$ cat src/if_pkg.sv
/*
  Shared definitions for the instruction fetch stage.
  Holds the privilege level encoding, the fetch entry carried from the
  prefetcher through the FIFO to the IF/ID register, and the sizing and
  reset constants. Design and testbench files refer to these by scoped name.
*/

package if_pkg;

  //////////////////////////////
  // Privilege levels
  //////////////////////////////

  // Encoding follows the RISC-V privileged spec, 2'b10 is reserved
  typedef enum logic [1:0] {
    PRIV_LVL_U = 2'b00,
    PRIV_LVL_S = 2'b01,
    PRIV_LVL_M = 2'b11
  } priv_lvl_t;

  //////////////////////////////
  // Fetch entry
  //////////////////////////////

  // Word address, instruction word and stream privilege, 66 bits in total
  typedef struct packed {
    logic [31:0] addr;
    logic [31:0] instr;
    priv_lvl_t   priv_lvl;
  } fetch_entry_t;

  //////////////////////////////
  // Sizing and reset values
  //////////////////////////////

  // FIFO entries, also the cap on requests in flight
  localparam int unsigned FIFO_DEPTH = 4;
  // Wide enough to hold FIFO_DEPTH itself
  localparam int unsigned CNT_W      = 3;
  // FIFO read and write pointer width
  localparam int unsigned PTR_W      = $clog2(FIFO_DEPTH);

  // First fetch after reset
  localparam logic [31:0] RESET_ADDR = 32'h0000_0080;
  localparam priv_lvl_t   RESET_PRIV = PRIV_LVL_M;

endpackage

$ cat src/if_fetch_fifo.sv
/*
  Small synchronous FIFO between prefetcher and IF/ID register.
  Payload type is set through entry_t. Flush empties it in one cycle and
  wins over a push in the same cycle. free_o already counts a slot that is
  being popped in the current cycle, so the prefetcher can reuse it at once.
*/

module if_fetch_fifo #(
  parameter type entry_t = logic
) (
  input  logic                     clk,
  input  logic                     rst_n,
  input  logic                     flush_i,
  input  logic                     push_i,
  input  entry_t                   push_data_i,
  input  logic                     pop_i,
  output entry_t                   pop_data_o,
  output logic                     empty_o,
  output logic [if_pkg::CNT_W-1:0] free_o
);

  typedef logic [if_pkg::CNT_W-1:0] cnt_t;
  typedef logic [if_pkg::PTR_W-1:0] ptr_t;

  // Storage, no reset needed
  entry_t mem_q [if_pkg::FIFO_DEPTH];
  ptr_t   wr_ptr_q;
  ptr_t   rd_ptr_q;
  cnt_t   count_q;
  logic   push_en;
  logic   pop_en;

  assign empty_o = (count_q == '0);

  // Popped slot counts as free in the same cycle
  assign free_o = cnt_t'(if_pkg::FIFO_DEPTH) - count_q + cnt_t'(pop_en);

  // Flush blocks both ports, full FIFO refuses a push
  assign pop_en  = pop_i && !empty_o && !flush_i;
  assign push_en = push_i && !flush_i && (free_o != '0);

  // Head entry, valid whenever the FIFO is not empty
  assign pop_data_o = mem_q[rd_ptr_q];

  //////////////////////////////
  // Pointers and occupancy
  //////////////////////////////

  // Depth is a power of two so pointers wrap on their own
  always_ff @(posedge clk or negedge rst_n) begin
    if (!rst_n) begin
      wr_ptr_q <= '0;
      rd_ptr_q <= '0;
      count_q  <= '0;
    end else if (flush_i) begin
      wr_ptr_q <= '0;
      rd_ptr_q <= '0;
      count_q  <= '0;
    end else begin
      if (push_en) begin
        wr_ptr_q <= wr_ptr_q + 1'b1;
      end
      if (pop_en) begin
        rd_ptr_q <= rd_ptr_q + 1'b1;
      end
      count_q <= count_q + cnt_t'(push_en) - cnt_t'(pop_en);
    end
  end

  // Data write
  always_ff @(posedge clk) begin
    if (push_en) begin
      mem_q[wr_ptr_q] <= push_data_i;
    end
  end

endmodule

$ cat src/if_id_pipe.sv
/*
  IF/ID output register.
  Takes the head of the fetch FIFO when it is empty or being consumed by
  decode. Kill drops its contents, halt freezes it and hides the valid flag.
  An entry leaves on a cycle with if_valid_o and id_ready_i both high.
*/

module if_id_pipe (
  input  logic                 clk,
  input  logic                 rst_n,
  input  logic                 halt_i,
  input  logic                 kill_i,
  input  logic                 id_ready_i,
  input  logic                 fifo_empty_i,
  input  if_pkg::fetch_entry_t fifo_data_i,
  output logic                 pop_o,
  output logic                 if_ready_o,
  output logic                 if_valid_o,
  output if_pkg::fetch_entry_t if_entry_o
);

  logic                 valid_q;
  if_pkg::fetch_entry_t entry_q;

  //////////////////////////////
  // Handshake
  //////////////////////////////

  // Kill beats halt, halt beats back-pressure
  always_comb begin
    if (kill_i) begin
      if_ready_o = 1'b1;
    end else if (halt_i) begin
      if_ready_o = 1'b0;
    end else begin
      // Free, or current entry leaves this cycle
      if_ready_o = !valid_q || id_ready_i;
    end
  end

  // No load under kill, the FIFO is flushed in the same cycle
  assign pop_o = if_ready_o && !kill_i && !fifo_empty_i;

  // Valid hidden while halted or killed
  assign if_valid_o = valid_q && !halt_i && !kill_i;
  assign if_entry_o = entry_q;

  //////////////////////////////
  // Register
  //////////////////////////////

  always_ff @(posedge clk or negedge rst_n) begin
    if (!rst_n) begin
      valid_q <= 1'b0;
    end else if (kill_i) begin
      valid_q <= 1'b0;
    end else if (if_ready_o) begin
      // Either reload from FIFO or drain to empty
      valid_q <= !fifo_empty_i;
    end
  end

  // Payload only moves on a pop
  always_ff @(posedge clk) begin
    if (pop_o) begin
      entry_q <= fifo_data_i;
    end
  end

endmodule

$ cat src/if_prefetch_unit.sv
/*
  Prefetcher for the fetch stage.
  Issues word-aligned strobe requests while FIFO credit remains, registers
  each returned word with its address and the stream privilege level and
  pushes it into the fetch FIFO one cycle after the response. A redirect
  restarts the stream and marks every unanswered request as stale, so
  those responses are thrown away when they arrive.
*/

module if_prefetch_unit (
  input  logic                        clk,
  input  logic                        rst_n,
  input  logic                        redirect_i,
  input  logic [31:0]                 redirect_addr_i,
  input  if_pkg::priv_lvl_t           redirect_priv_i,
  input  logic                        instr_rvalid_i,
  input  logic [31:0]                 instr_rdata_i,
  input  logic [if_pkg::CNT_W-1:0]    fifo_free_i,
  output logic                        instr_req_o,
  output logic [31:0]                 instr_addr_o,
  output logic                        push_o,
  output if_pkg::fetch_entry_t        push_entry_o,
  output if_pkg::priv_lvl_t           prefetch_priv_lvl_o
);

  typedef logic [if_pkg::CNT_W-1:0] cnt_t;

  // Goes high on the first edge after reset, delays the first request
  logic                 fetch_en_q;
  logic [31:0]          req_addr_q;
  // Address of the next live response
  logic [31:0]          rsp_addr_q;
  cnt_t                 outstanding_q;
  cnt_t                 outstanding_d;
  // Requests of a killed stream still owed by the bus
  cnt_t                 stale_q;
  cnt_t                 stale_d;
  if_pkg::priv_lvl_t    priv_q;
  logic                 push_q;
  if_pkg::fetch_entry_t push_entry_q;
  logic [31:0]          redirect_addr_aligned;
  cnt_t                 in_flight;
  logic                 rsp_live;
  logic                 rsp_stale;

  // Low bits dropped, no compressed support
  assign redirect_addr_aligned = {redirect_addr_i[31:2], 2'b00};

  // Responses are in order, stale ones always come first
  assign rsp_stale = instr_rvalid_i && (stale_q != '0);
  assign rsp_live  = instr_rvalid_i && (stale_q == '0);

  // Everything that will still need a slot or a bus answer
  assign in_flight = outstanding_q + stale_q + cnt_t'(push_q);

  //////////////////////////////
  // Request side
  //////////////////////////////

  assign instr_req_o  = fetch_en_q && !redirect_i && (fifo_free_i > in_flight);
  assign instr_addr_o = req_addr_q;

  // Counter update
  always_comb begin
    outstanding_d = outstanding_q;
    stale_d       = stale_q;
    if (redirect_i) begin
      // Whole old stream becomes stale, minus any answer in this cycle
      outstanding_d = '0;
      stale_d       = stale_q + outstanding_q - cnt_t'(instr_rvalid_i);
    end else begin
      if (instr_req_o) begin
        outstanding_d = outstanding_d + 1'b1;
      end
      if (rsp_live) begin
        outstanding_d = outstanding_d - 1'b1;
      end
      if (rsp_stale) begin
        stale_d = stale_q - 1'b1;
      end
    end
  end

  always_ff @(posedge clk or negedge rst_n) begin
    if (!rst_n) begin
      fetch_en_q    <= 1'b0;
      req_addr_q    <= if_pkg::RESET_ADDR;
      rsp_addr_q    <= if_pkg::RESET_ADDR;
      outstanding_q <= '0;
      stale_q       <= '0;
      priv_q        <= if_pkg::RESET_PRIV;
      push_q        <= 1'b0;
    end else begin
      fetch_en_q    <= 1'b1;
      outstanding_q <= outstanding_d;
      stale_q       <= stale_d;
      // Old-stream answer in a redirect cycle is never pushed
      push_q        <= rsp_live && !redirect_i;
      if (redirect_i) begin
        req_addr_q <= redirect_addr_aligned;
        rsp_addr_q <= redirect_addr_aligned;
        priv_q     <= redirect_priv_i;
      end else begin
        if (instr_req_o) begin
          req_addr_q <= req_addr_q + 32'd4;
        end
        if (rsp_live) begin
          rsp_addr_q <= rsp_addr_q + 32'd4;
        end
      end
    end
  end

  //////////////////////////////
  // Response register
  //////////////////////////////

  always_ff @(posedge clk) begin
    if (rsp_live && !redirect_i) begin
      push_entry_q.addr     <= rsp_addr_q;
      push_entry_q.instr    <= instr_rdata_i;
      push_entry_q.priv_lvl <= priv_q;
    end
  end

  assign push_o              = push_q;
  assign push_entry_o        = push_entry_q;
  assign prefetch_priv_lvl_o = priv_q;

endmodule

$ cat src/if_stage.sv
/*
  Top level of the instruction fetch stage.
  Connects prefetcher, fetch FIFO and IF/ID register. A redirect pulse
  flushes the FIFO and kills the output register in the same cycle while
  the prefetcher restarts at the new address and privilege level.
*/

module if_stage (
  input  logic                 clk,
  input  logic                 rst_n,
  input  logic                 redirect_i,
  input  logic [31:0]          redirect_addr_i,
  input  if_pkg::priv_lvl_t    redirect_priv_i,
  input  logic                 halt_i,
  input  logic                 id_ready_i,
  input  logic                 instr_rvalid_i,
  input  logic [31:0]          instr_rdata_i,
  output logic                 instr_req_o,
  output logic [31:0]          instr_addr_o,
  output logic                 if_ready_o,
  output logic                 if_valid_o,
  output if_pkg::fetch_entry_t if_entry_o,
  output if_pkg::priv_lvl_t    prefetch_priv_lvl_o
);

  // Prefetcher to FIFO
  logic                       push;
  if_pkg::fetch_entry_t       push_entry;
  logic [if_pkg::CNT_W-1:0]   fifo_free;

  // FIFO to output register
  logic                       pop;
  logic                       fifo_empty;
  if_pkg::fetch_entry_t       fifo_data;

  //////////////////////////////
  // Prefetch
  //////////////////////////////

  if_prefetch_unit u_prefetch (
    .clk                 (clk),
    .rst_n               (rst_n),
    .redirect_i          (redirect_i),
    .redirect_addr_i     (redirect_addr_i),
    .redirect_priv_i     (redirect_priv_i),
    .instr_rvalid_i      (instr_rvalid_i),
    .instr_rdata_i       (instr_rdata_i),
    .fifo_free_i         (fifo_free),
    .instr_req_o         (instr_req_o),
    .instr_addr_o        (instr_addr_o),
    .push_o              (push),
    .push_entry_o        (push_entry),
    .prefetch_priv_lvl_o (prefetch_priv_lvl_o)
  );

  //////////////////////////////
  // Buffer and output
  //////////////////////////////

  // Redirect doubles as flush
  if_fetch_fifo #(
    .entry_t (if_pkg::fetch_entry_t)
  ) u_fifo (
    .clk         (clk),
    .rst_n       (rst_n),
    .flush_i     (redirect_i),
    .push_i      (push),
    .push_data_i (push_entry),
    .pop_i       (pop),
    .pop_data_o  (fifo_data),
    .empty_o     (fifo_empty),
    .free_o      (fifo_free)
  );

  // ...and as kill for the output register
  if_id_pipe u_pipe (
    .clk          (clk),
    .rst_n        (rst_n),
    .halt_i       (halt_i),
    .kill_i       (redirect_i),
    .id_ready_i   (id_ready_i),
    .fifo_empty_i (fifo_empty),
    .fifo_data_i  (fifo_data),
    .pop_o        (pop),
    .if_ready_o   (if_ready_o),
    .if_valid_o   (if_valid_o),
    .if_entry_o   (if_entry_o)
  );

endmodule

$ cat config.mk
export PLATFORM = sky130hd
export DESIGN_NAME = if_stage
export DESIGN_NICKNAME = d
export VERILOG_FILES = /design/src/if_pkg.sv /design/src/if_fetch_fifo.sv /design/src/if_id_pipe.sv /design/src/if_prefetch_unit.sv /design/src/if_stage.sv
export SDC_FILE = /design/constraint.sdc
export NUM_CORES = 1
export LEC_CHECK = 0
export BUFFER_PORTS_ARGS = -buffer_cell sky130_fd_sc_hd__buf_2
export CELL_PAD_IN_SITES_DETAIL_PLACEMENT = 0
export CELL_PAD_IN_SITES_GLOBAL_PLACEMENT = 1
export CORE_ASPECT_RATIO = 1.2
export CORE_MARGIN = 2
export CORE_UTILIZATION = 42
export DETAILED_ROUTE_END_ITERATION = 10
export HOLD_SLACK_MARGIN = 0.05
export PLACE_DENSITY = 0.73
export SLEW_MARGIN = 20
export SYNTH_ARGS = -nofsm -noshare
export SYNTH_HDL_FRONTEND = slang
export SYNTH_SLANG_ARGS = --single-unit
$ cat constraint.sdc
create_clock -name clk -period 5.7 [get_ports clk]
set_input_delay 0.855 -clock clk [delete_from_list [all_inputs] [get_ports clk]]
set_output_delay 0.855 -clock clk [all_outputs]
set_load 0.01 [all_outputs]
Word level (Yosys, flattened, before mapping)
Memory sizes are Yosys's and may differ from the RTL's. A register that Yosys moved wholly into a read port is not among the register bits.
Cells that the tools add are included.
{ "classes": {"n_addsub": 14, "n_mul": 0, "n_div": 0, "order_cmp": 1, "eq_ne": 0, "shift": 0, "muxes": 21, "bitwise": 0, "reduce_logical": 28} }
{ "op_table": {"columns": ["op", "n"], "rows": [
  ["$mux W32", 4],
  ["$add A32 B3 Y32 const B", 2],
  ["$mux W3", 7],
  ["$logic_and A1 B1 Y1", 13],
  ["$reduce_bool A2 Y1", 6],
  ["$add A3 B1 Y3", 3],
  ["$mux W2", 4],
  ["$logic_not A3 Y1", 2],
  ["$mux W1", 6],
  ["$reduce_bool A3 Y1", 2],
  ["$sub A3 B1 Y3", 2],
  ["$sub A3 B1 Y3 const B", 2],
  ["$add A2 B1 Y2 const B", 2],
  ["$logic_not A1 Y1", 4],
  ["$add A3 B1 Y3 const B", 1],
  ["$add A3 B3 Y3", 1],
  ["$gt A3 B3 Y1", 1],
  ["$sub A3 B3 Y3 const A", 1],
  ["$logic_or A1 B1 Y1", 1]
]} }
{ "word_totals": {"ff_bits": 148, "latchBits": 0, "ramBits": 264, "rom_bits": 0, "in_bits": 72, "out_inout_bits": 103, "n_memories": 1} }
{ "memory_table": {"columns": ["memory", "words", "width", "read_ports", "rd_clocked_by_memory_dff", "write_ports", "line_no", "rtl"], "rows": [
  ["u_fifo.mem_q", 4, 66, 1, 1, 1, "if_fetch_fifo.sv:26", "entry_t mem_q [if_pkg::FIFO_DEPTH];"]
]} }

Depth between registers and ports, before layout
Gate-level depths: netlist (run 1).
{ "logic_depth": {"word_depth": 16, "depth_mapped": 20} }

By module
A second synthesis (run 1) with hierarchy kept.
{ "hier_totals": {"hier_cells": 992, "hier_area_um2": 18280.0} }
{ "by_module_without_submodules": {"columns": ["mod", "instances", "cells_per_inst", "area_per_inst_um2"], "rows": [
  ["if_fetch_fifo", 1, 404, 10088.4],
  ["if_prefetch_unit", 1, 514, 6122.1],
  ["if_id_pipe", 1, 74, 2069.5]
]} }

Worst setup path before layout (run 1)
OpenSTA, ideal clock, no wires.
{ "synth_path": {"path_kind": "input-to-reg", "start": "input redirect_i", "end": "register, netlist name u_pipe.if_entry_o[0]", "arrival_ns": 4.170, "t_required_ns": 5.214, "path_slack_ns": 1.044, "cell_stages": 4, "n_path_buf": 3, "cell_sequence": "clkbuf_1 -> buf_1 -> buf_1 -> nor2_1"} }
{ "synth_between": {"elab_chain_len": 3} }
{ "synth_rtl": {"columns": ["element", "line_no", "rtl"], "rows": [
  ["from (decl)", "if_stage.sv:11", "input logic redirect_i,"],
  ["$mux W1 or $logic_not A1 Y1 (tied branches)", "if_id_pipe.sv:31, if_id_pipe.sv:42", null],
  ["$logic_and A1 B1 Y1 (*) (2 in a row)", "if_id_pipe.sv:42", "assign pop_o = if_ready_o && !kill_i && !fifo_empty_i;"],
  ["named net pop", "if_stage.sv:32", "logic pop;"]
]} }
The timed path passes the listed nets; every way through them passes the cells marked *.
A chain may end at the register's enable or synchronous reset.

Worst setup path after layout (run 1)
{ "layout_path": {"start": "register u_pipe.valid_q", "end": "output instr_req_o"} }
{ "layout_between": {"elab_chain_len": 11} }
{ "layout_rtl": {"columns": ["element", "line_no", "rtl"], "rows": [
  ["from (decl)", "if_id_pipe.sv:22", "logic valid_q;"],
  ["from (signal assigned)", "if_id_pipe.sv:59", "valid_q <= !fifo_empty_i;"],
  ["$logic_not A1 Y1", "if_id_pipe.sv:37", "if_ready_o = !valid_q || id_ready_i;"],
  ["$logic_or A1 B1 Y1", "if_id_pipe.sv:37", null],
  ["$mux W1", "if_id_pipe.sv:33", "end else if (halt_i) begin"],
  ["$mux W1", "if_id_pipe.sv:31", "if (kill_i) begin"],
  ["$logic_and A1 B1 Y1 (2 in a row)", "if_id_pipe.sv:42", null],
  ["$logic_and A1 B1 Y1 (2 in a row)", "if_fetch_fifo.sv:39", "assign pop_en = pop_i && !empty_o && !flush_i;"],
  ["$add A3 B1 Y3", "if_fetch_fifo.sv:36", "assign free_o = cnt_t'(if_pkg::FIFO_DEPTH) - count_q + cnt_t'(pop_en);"],
  ["$gt A3 B3 Y1", "if_prefetch_unit.sv:60", "assign instr_req_o = fetch_en_q && !redirect_i && (fifo_free_i > in_flight);"],
  ["$logic_and A1 B1 Y1", "if_prefetch_unit.sv:60", null],
  ["to (decl)", "if_stage.sv:18", "output logic instr_req_o,"]
]} }
No other way between the ends.

==> results.md, run 1 <==
- Startpoint type of the worst setup path: flip-flop
- Number of buffers inserted for hold repair after clock tree synthesis: 0
- Top Ports: 175
- Longest individual stage delay on the worst path: 0.47 ns
- NetSw: 0.00229 W
- Global Route met3 Usage: under 10%
- Dominant delay contributor by cell family on the critical path: simple AND/OR/NAND/NOR gates
- Number of placement rows: 82
- Setup WS pre-CTS: 1.33 ns
- Setup TNS: 0 ns
- Power Dens Cells: 420 nW/um^2
- Worst Setup Slack, final: around 1.3 ns
- Wire length of the first global-routing pass: 53,600 um
- Drt first-iter violations: 461
- Sink Count: 462
- Final layout net count: about 1,300
- Largest fanout on the critical path: 7
- Area Growth Syn to Fin: 17.2%
- Source-to-sink clock delay at the later pin of the worst-skew pair: 0.56 ns
- Initial antenna violation count: 0
- Maximum ir drop on the vdd rail: 0.000271 V
- Netlist Area Pre-Place: around 18,000 sq um
- Internal reg-to-reg setup slack: between 1.5 and 2 ns
- Yosys warning total: 0
- Cell repeated most along the worst path: sky130_fd_sc_hd__ha_1
- Worst Setup End Kind: output port
- Int Power: around 0.0065 W
- Core Box Area: approximately 42,000 sq um
- Max-slew headroom at the worst pin: 35.4%
- Chip width: 192 um
- Post-route non-filler standard cell count: 1,754
- Critical path capture point: instr_req_o
- Yosys top cell area share: between 60 and 70%
- Number of placed cells counting well taps: 1,671
- Leakage dissipation: about 7.2 nW
- Overall die height: 230 um
- Number of endpoints failing setup at the final stage: 0
- Final number of hold-violating endpoints: 0
- Number of global-route vias before repair: 9,425
- Fin. max-slew vios: 0
- Post-detailed-route wirelength per cell: approximately 20 um
- Count of buffering cells on the critical path with inverters included: 4
- First-pass DRT Iterations: 4
- Mean number of vias per cell: 5.20
- Combinational share of power: approximately 16%
- Initial core utilization: 42.6%
- Post-cts gate resize count: 0
- Number of buffers inserted during clock tree synthesis: 46
- Total wire length after detailed routing: 34,500 um
- Leading cell types by total area after synthesis: sky130_fd_sc_hd__edfxtp_1 65%, sky130_fd_sc_hd__dfrtp_1 10%, sky130_fd_sc_hd__mux4_2 8.1%, sky130_fd_sc_hd__ha_1 1.5%, sky130_fd_sc_hd__xnor2_1 1.5%
- Final antenna-violating net count: 0
- Filler cell count: 3,483
- Total number of H-tree levels: 2
- Post CTS Setup Buffer Count: 0
- Met2 routing resource usage after global routing: 27.2%
- Required time at the worst-slack endpoint: 4.85 ns
- Fraction of the cycle the final worst path needs: approximately four fifths
- Proportion of total power due to net switching: 26.0%
- Final weighted congestion of routability-driven global placement: 0.826
- Critical path, cell by cell: nor2b_1 > or3_1 > nor2_1 > inv_1 > ha_1 > inv_1 > ha_1 > ha_1 > nor2b_1 > o311a_1 > nand2_1 > inv_2 > buf_2
- Layout cells sized above 1: 29.5%
- Max stage delay cell, worst path: sky130_fd_sc_hd__or3_1
- Synthesized instance count: 976
- Routed via count: 9,123
- Worst Setup SP: u_pipe.valid_q
- Deepest clock path buffer count: 3
- Sequential share of power: between 40% and 50%
- Footprint of the flip-flops and latches: 13,500 sq um
- Source of the worst register-to-register timing path: u_pipe.valid_q
- I/O Buffers: around 170
- Clock tree from TritonCTS: built
- Pin count of the biggest net entering global routing: 74
- Area of the multi-input gates: 4040 sq um
- Synth async-reset ratio: between 10% and 20%
- Final core occ: 49.9%
- Cell accounting for the most synthesized area: sky130_fd_sc_hd__edfxtp_1
- Top cells by instance count after synthesis: 384 x sky130_fd_sc_hd__edfxtp_1, 74 x sky130_fd_sc_hd__dfrtp_1, 64 x sky130_fd_sc_hd__mux4_2, 64 x sky130_fd_sc_hd__nand2_1, 31 x sky130_fd_sc_hd__xnor2_1
- Most repeated cell in the gate-level netlist after synthesis: sky130_fd_sc_hd__edfxtp_1
- Count of state elements after synthesis: between 400 and 500
- Worst hold-check path type: in -> async
- Layer with the highest usage after global routing: met2
- Arrival time of data at the critical path endpoint: 3.59 ns
- Clock Root Buffer: sky130_fd_sc_hd__clkbuf_16
- GRT Util Overall: 16.1%
- Path length in cells of the critical path: 13
- Type of the worst setup path: reg -> out
- GR Overflow Total: 0
- Outcome: complete, no violations
- Mean area per synthesized cell: 18.3 sq um
- Number of flops mapped to enable cells by yosys: 384
- Post-synthesis sequential area ratio: 75.7%
- Fin crit period: 4.45 ns
- Unrepaired setup endpoints after global routing: no
- Worst r2r path cells: 18
- Worst clock skew: 0.0141 ns
- End of the worst register-to-register path: u_prefetch.outstanding_q[2]
- Slew at the pin with the worst max-slew slack: 0.969 ns
- Commonest register cell after synthesis: sky130_fd_sc_hd__edfxtp_1
- M1 GR Usage: 21.2%
- Number of distinct library cell variants in the gate-level netlist after synthesis: 60
- Total Die Area: roughly 44,000 sq um
- Clock input transition at the sequential cells of the worst setup and hold paths: approximately 0.060 ns
- Sum of net half-perimeters after detailed placement: about 21,000 um
- Diode count: 0
- Clock share of power: 35.2%
- Upper clock frequency limit: roughly 220 MHz
- Number of DRC violations after detailed routing: 0
- Max-Cap Viols: 0
[how the worst min path moves through the flow]
stage | start | to
after floorplan | u_prefetch.rsp_addr_q[31] | u_prefetch.push_entry_o[65]
after global placement | u_prefetch.rsp_addr_q[31] | u_prefetch.push_entry_o[65]
after global routing | rst_n | u_prefetch.instr_addr_o[30]
final | rst_n | u_prefetch.instr_addr_o[26]
after CTS | rst_n | u_prefetch.instr_addr_o[26]
after detailed placement | u_prefetch.rsp_addr_q[31] | u_prefetch.push_entry_o[65]
[power by group through the flow]
stage                     Combinational (W)  Clock, W  Sequential, W
after detailed placement            0.00144         0        0.00435
after global placement              0.00142         0        0.00434
after CTS                           0.00144   0.00319        0.00428
final                               0.00141   0.00310        0.00427
after floorplan                    0.000985         0        0.00426
after global routing                0.00157   0.00331        0.00433
[logic make-up after synthesis]
kind of cell,Yosys count,synth area share [%]
DFF,462,75.7
and+or+nand+nor,200,6.35
AOI/OAI and AO/OA,100,3.62
muxes,73,8.64
buffers and inverters,73,1.82
xor gates and xnor gates,42,2.06
adders and majority gates,24,1.77
other,2,0.0421
[area by class of cell]
type / instances / share of cell area (%)
inverters: 31 / 0.557
flip-flops and latches: 462 / 64.6
repair buffers: 188 / 4.76
clock buffers: 62 / 6.25
well taps: 546 / 3.27
multi-input cells: 444 / 19.4
clock inverters: 21 / 1.22
[flip-flops by register name, summed over array words and instances (netlist names)]
name and flops:
u_prefetch.prefetch_priv_lvl_o 2, u_prefetch.stale_q 3, u_pipe.valid_q 1, u_prefetch.push_o 1, u_pipe.if_entry_o 64, u_prefetch.push_entry_o 64
u_fifo.rd_ptr_q 2, u_prefetch.fetch_en_q 1, u_prefetch.outstanding_q 3, u_fifo.count_q 3, u_fifo.wr_ptr_q 2, u_prefetch.rsp_addr_q 30
u_fifo.mem_q 256, u_prefetch.instr_addr_o 30
[per-layer routing]
layer | vias up | part of all wire (%)
met1 | 4621 | 43
met5 | - | 0
li1 | 4234 | -
met4 | 0 | 1.6
met3 | 39 | 5.3
met2 | 229 | 50
[cell usage in the layout (no fill, tap or decap), types with 10 or more instances in the layout]
cell type	n
sky130_fd_sc_hd__clkbuf_16	49
sky130_fd_sc_hd__nand4_1	20
sky130_fd_sc_hd__o21ai_1	15
sky130_fd_sc_hd__ha_1	22
sky130_fd_sc_hd__nand3_1	21
sky130_fd_sc_hd__edfxtp_1	384
sky130_fd_sc_hd__clkbuf_1	10
sky130_fd_sc_hd__a21oi_1	13
sky130_fd_sc_hd__xnor2_1	31
sky130_fd_sc_hd__and3_1	10
sky130_fd_sc_hd__nor3_1	11
sky130_fd_sc_hd__dfrtp_1	72
sky130_fd_sc_hd__xor2_1	11
sky130_fd_sc_hd__buf_4	21
sky130_fd_sc_hd__inv_1	28
sky130_fd_sc_hd__buf_2	167
sky130_fd_sc_hd__nand2_1	64
sky130_fd_sc_hd__o21ai_0	27
sky130_fd_sc_hd__nor2_1	21
sky130_fd_sc_hd__mux4_2	64
[stage by stage]
step / power (W) / area [sq um] / hold WS [ns]
after global placement: 0.00576 / 19300 / 0.455
after CTS: 0.00891 / 20900 / 0.225
after global routing: 0.00921 / 20900 / 0.252
final: 0.00878 / 20900 / 0.246
after floorplan: 0.00525 / 17800 / 0.444
after detailed placement: 0.00578 / 19300 / 0.463
No activity file was read; power rests on OpenSTA's default activity.
==> run 2, diff against run 1 <==
Clock period 5.7 ns to 4.6 ns, I/O delays scaled along.
==> run 2 against run 1 <==
Total power increased by 23%. First-iteration DRC count increased by 8.0%. Via count increased by 1.2%. Sequential share of layout area decreased by 0.12 points. Design area increased by 0.19%. Global-route usage increased by 0.28 points. Non-clock buffer count increased by 7. Final cell count increased by 0.51%. Sequential cell count unchanged. Sequential power increased by 24%. Worst hold slack got worse by 0.13 ns. Clock-buffer cell count decreased by 1. Critical endpoint unchanged.
==> results.md, run 2 (synthesized netlist as in run 1, its figures left out) <==
- Outcome: complete, no violations
- Total wire length after detailed routing: 35,100 um (+1.8%)
- Maximum ir drop on the vdd rail: 0.000441 V (+63%)
- Post-route non-filler standard cell count: 1,763 (+0.51%)
- Post-cts gate resize count: 0 (unchanged)
- Power Dens Cells: 514 nW/um^2 (+22%)
- Fraction of the cycle the final worst path needs: roughly nine tenths
- Slew at the pin with the worst max-slew slack: 1.05 ns (+0.0817 ns)
- Critical path, cell by cell: nor2b_1 > or3_1 > nor2_1 > inv_1 > ha_1 > inv_1 > ha_1 > ha_1 > nor2b_1 > o311a_1 > nand2_1 > inv_2 > buf_2
- Filler cell count: 3,501 (+0.52%)
- Deepest clock path buffer count: 3 (unchanged)
- Number of buffers inserted for hold repair after clock tree synthesis: 0 (unchanged)
- Longest individual stage delay on the worst path: 0.48 ns (about the same)
- Initial core utilization: 42.6% (unchanged)
- Final antenna-violating net count: 0 (unchanged)
- Number of placement rows: 82 (unchanged)
- Unrepaired setup endpoints after global routing: no
- Post CTS Setup Buffer Count: 0 (unchanged)
- Number of DRC violations after detailed routing: 0 (unchanged)
- Mean number of vias per cell: 5.24 (+0.70%)
- Diode count: 0 (unchanged)
- Cell repeated most along the worst path: sky130_fd_sc_hd__ha_1
- Chip width: 192 um (unchanged)
- Startpoint type of the worst setup path: flip-flop
- Source of the worst register-to-register timing path: u_pipe.valid_q
- Clock input transition at the sequential cells of the worst setup and hold paths: 0.06 ns (about the same)
- Count of buffering cells on the critical path with inverters included: 4 (unchanged)
- Type of the worst setup path: reg -> out
- Sum of net half-perimeters after detailed placement: 21,600 um (+1.9%)
- Clock tree from TritonCTS: built
- Layout cells sized above 1: 29.8% (+0.36 points)
- DR top layer: met4
- Clock share of power: 34.3% (-0.9 points)
- Max-Cap Viols: 0 (unchanged)
- Fin crit period: 4.15 ns
- Cell area after layout: 20,900 sq um (+0.19%)
- GRT Util Overall: 16.3% (+0.28 points)
- Fin. max-slew vios: 0 (unchanged)
- Number of buffers inserted during clock tree synthesis: 46 (unchanged)
- End of the worst register-to-register path: u_prefetch.outstanding_q[2]
- Internal reg-to-reg setup slack: 0.89 ns (-0.95 ns)
- Required time at the worst-slack endpoint: 3.91 ns (-0.94 ns)
- Int Power: 0.00793 W (+22%)
- GR Overflow Total: 0 (unchanged)
- Arrival time of data at the critical path endpoint: 3.46 ns (-0.13 ns)
- Total number of H-tree levels: 2 (unchanged)
- Final layout net count: 1,276 (+0.55%)
- Source-to-sink clock delay at the later pin of the worst-skew pair: 0.57 ns (about the same)
- Number of placed cells counting well taps: 1,678 (+0.42%)
- Final number of hold-violating endpoints: 0 (unchanged)
- Pin count of the biggest net entering global routing: 74 (unchanged)
- Most flops, register: u_fifo.mem_q
- Proportion of total power due to net switching: 26.4% (+0.33 points)
- Top Ports: 175 (unchanged)
- Drt first-iter violations: 498 (+8.0%)
- Sequential share of power: 49.1% (+0.4 points)
- Clock Root Buffer: sky130_fd_sc_hd__clkbuf_16
- Number of global-route vias before repair: 9,644 (+2.3%)
- Number of endpoints failing setup at the final stage: 0 (unchanged)
- Tot Pwr: 0.0108 W (+23%)
- Post-detailed-route wirelength per cell: 19.9 um (+1.3%)
- I/O Buffers: 168 (unchanged)
- Met2 Wirelength: 17,500 um (+1.7%)
- Final weighted congestion of routability-driven global placement: 0.818 (-0.86%)
- Most common cell after layout, fill and taps aside: sky130_fd_sc_hd__edfxtp_1
- Metal1 wirelength: 15,100 um (+1.6%)
- Leakage dissipation: 7.23 nW (about the same)
- Most frequent cells in the layout: 384 x sky130_fd_sc_hd__edfxtp_1, 167 x sky130_fd_sc_hd__buf_2, 72 x sky130_fd_sc_hd__dfrtp_1, 64 x sky130_fd_sc_hd__nand2_1, 64 x sky130_fd_sc_hd__mux4_2
- Hold Slack: 0.112 ns (-0.135 ns)
- Max stage delay cell, worst path: sky130_fd_sc_hd__or3_1
- Combinational share of power: 16.6% (+0.5 points)
- Max-slew headroom at the worst pin: 30.0% (-5.4 points)
- NetSw: 0.00284 W (+24%)
- Largest fanout on the critical path: 6 (-1)
- Wire length of the first global-routing pass: 54,700 um (+2.0%)
- Area Growth Syn to Fin: 17.5%
- Area post-placement: 19,400 sq um (+0.53%)
- Worst r2r path cells: 18 (unchanged)
- Flip-flop count of the largest register, all copies and words added: 256 (unchanged)
- Worst clock skew: 0.0188 ns (+0.00467 ns)
- Setup TNS: 0 ns (unchanged)
- Total Die Area: 44,100 sq um (unchanged)
- Worst hold-check path type: in -> async
- Core Box Area: 41,900 sq um (unchanged)
- Dominant delay contributor by cell family on the critical path: simple AND/OR/NAND/NOR gates
- Met3 routed WL: 1750 um (-4.7%)
- Worst Setup End Kind: output port
- Overall die height: 230 um (unchanged)
- Sink Count: 462 (unchanged)
- First-pass DRT Iterations: 5 (+1)
- Initial antenna violation count: 0 (unchanged)
- Upper clock frequency limit: 241 MHz
- Routed via count: 9,234 (+1.2%)
-- run 2: layout make-up --
class | count | area, sq um | area share [%]
well taps | 546 | 683 | 3.26
inverters | 31 | 116 | 0.556
clock inverters | 24 | 256 | 1.23
flip-flops and latches | 462 | 13500 | 64.5
multi-input cells | 444 | 4040 | 19.3
repair buffers | 195 | 1100 | 5.24
clock buffers | 61 | 1240 | 5.92
-- run 2: power groups by stage --
| stage | logic [W] | clock network (W) | registers [W] |
|---|---|---|---|
| after floorplan | 0.00122 | 0 | 0.00528 |
| after global placement | 0.00179 | 0 | 0.00536 |
| after detailed placement | 0.00182 | 0 | 0.00537 |
| after CTS | 0.00182 | 0.00382 | 0.00529 |
| after global routing | 0.00200 | 0.00397 | 0.00534 |
| final | 0.00179 | 0.00370 | 0.00528 |
-- run 2: per-stage QoR --
stage                     utilization [%]  setup slack, ns
final                                50.0            0.454
after global routing                 50.0            0.208
after CTS                            50.0            0.362
after detailed placement             46.4            0.507
after global placement               46.4            0.550
after floorplan                         -            0.109
-- run 2: worst max path at each step --
stage,start,to,cells after the start
6_report,u_pipe.valid_q,instr_req_o,13
5_1_grt,u_pipe.valid_q,instr_req_o,13
4_1_cts,u_pipe.valid_q,instr_req_o,13
3_5_place_dp,halt_i,u_prefetch.outstanding_q[2],18
3_3_place_gp,halt_i,u_prefetch.outstanding_q[2],18
2_1_floorplan,redirect_i,u_pipe.if_entry_o[0],4
-- run 2: layer usage --
layer  GRT usage, %  vias to the layer above
met5              0                        -
met4           5.13                        0
met3           2.87                       49
met2           27.5                      255
met1           21.6                     4691
li1               -                     4239
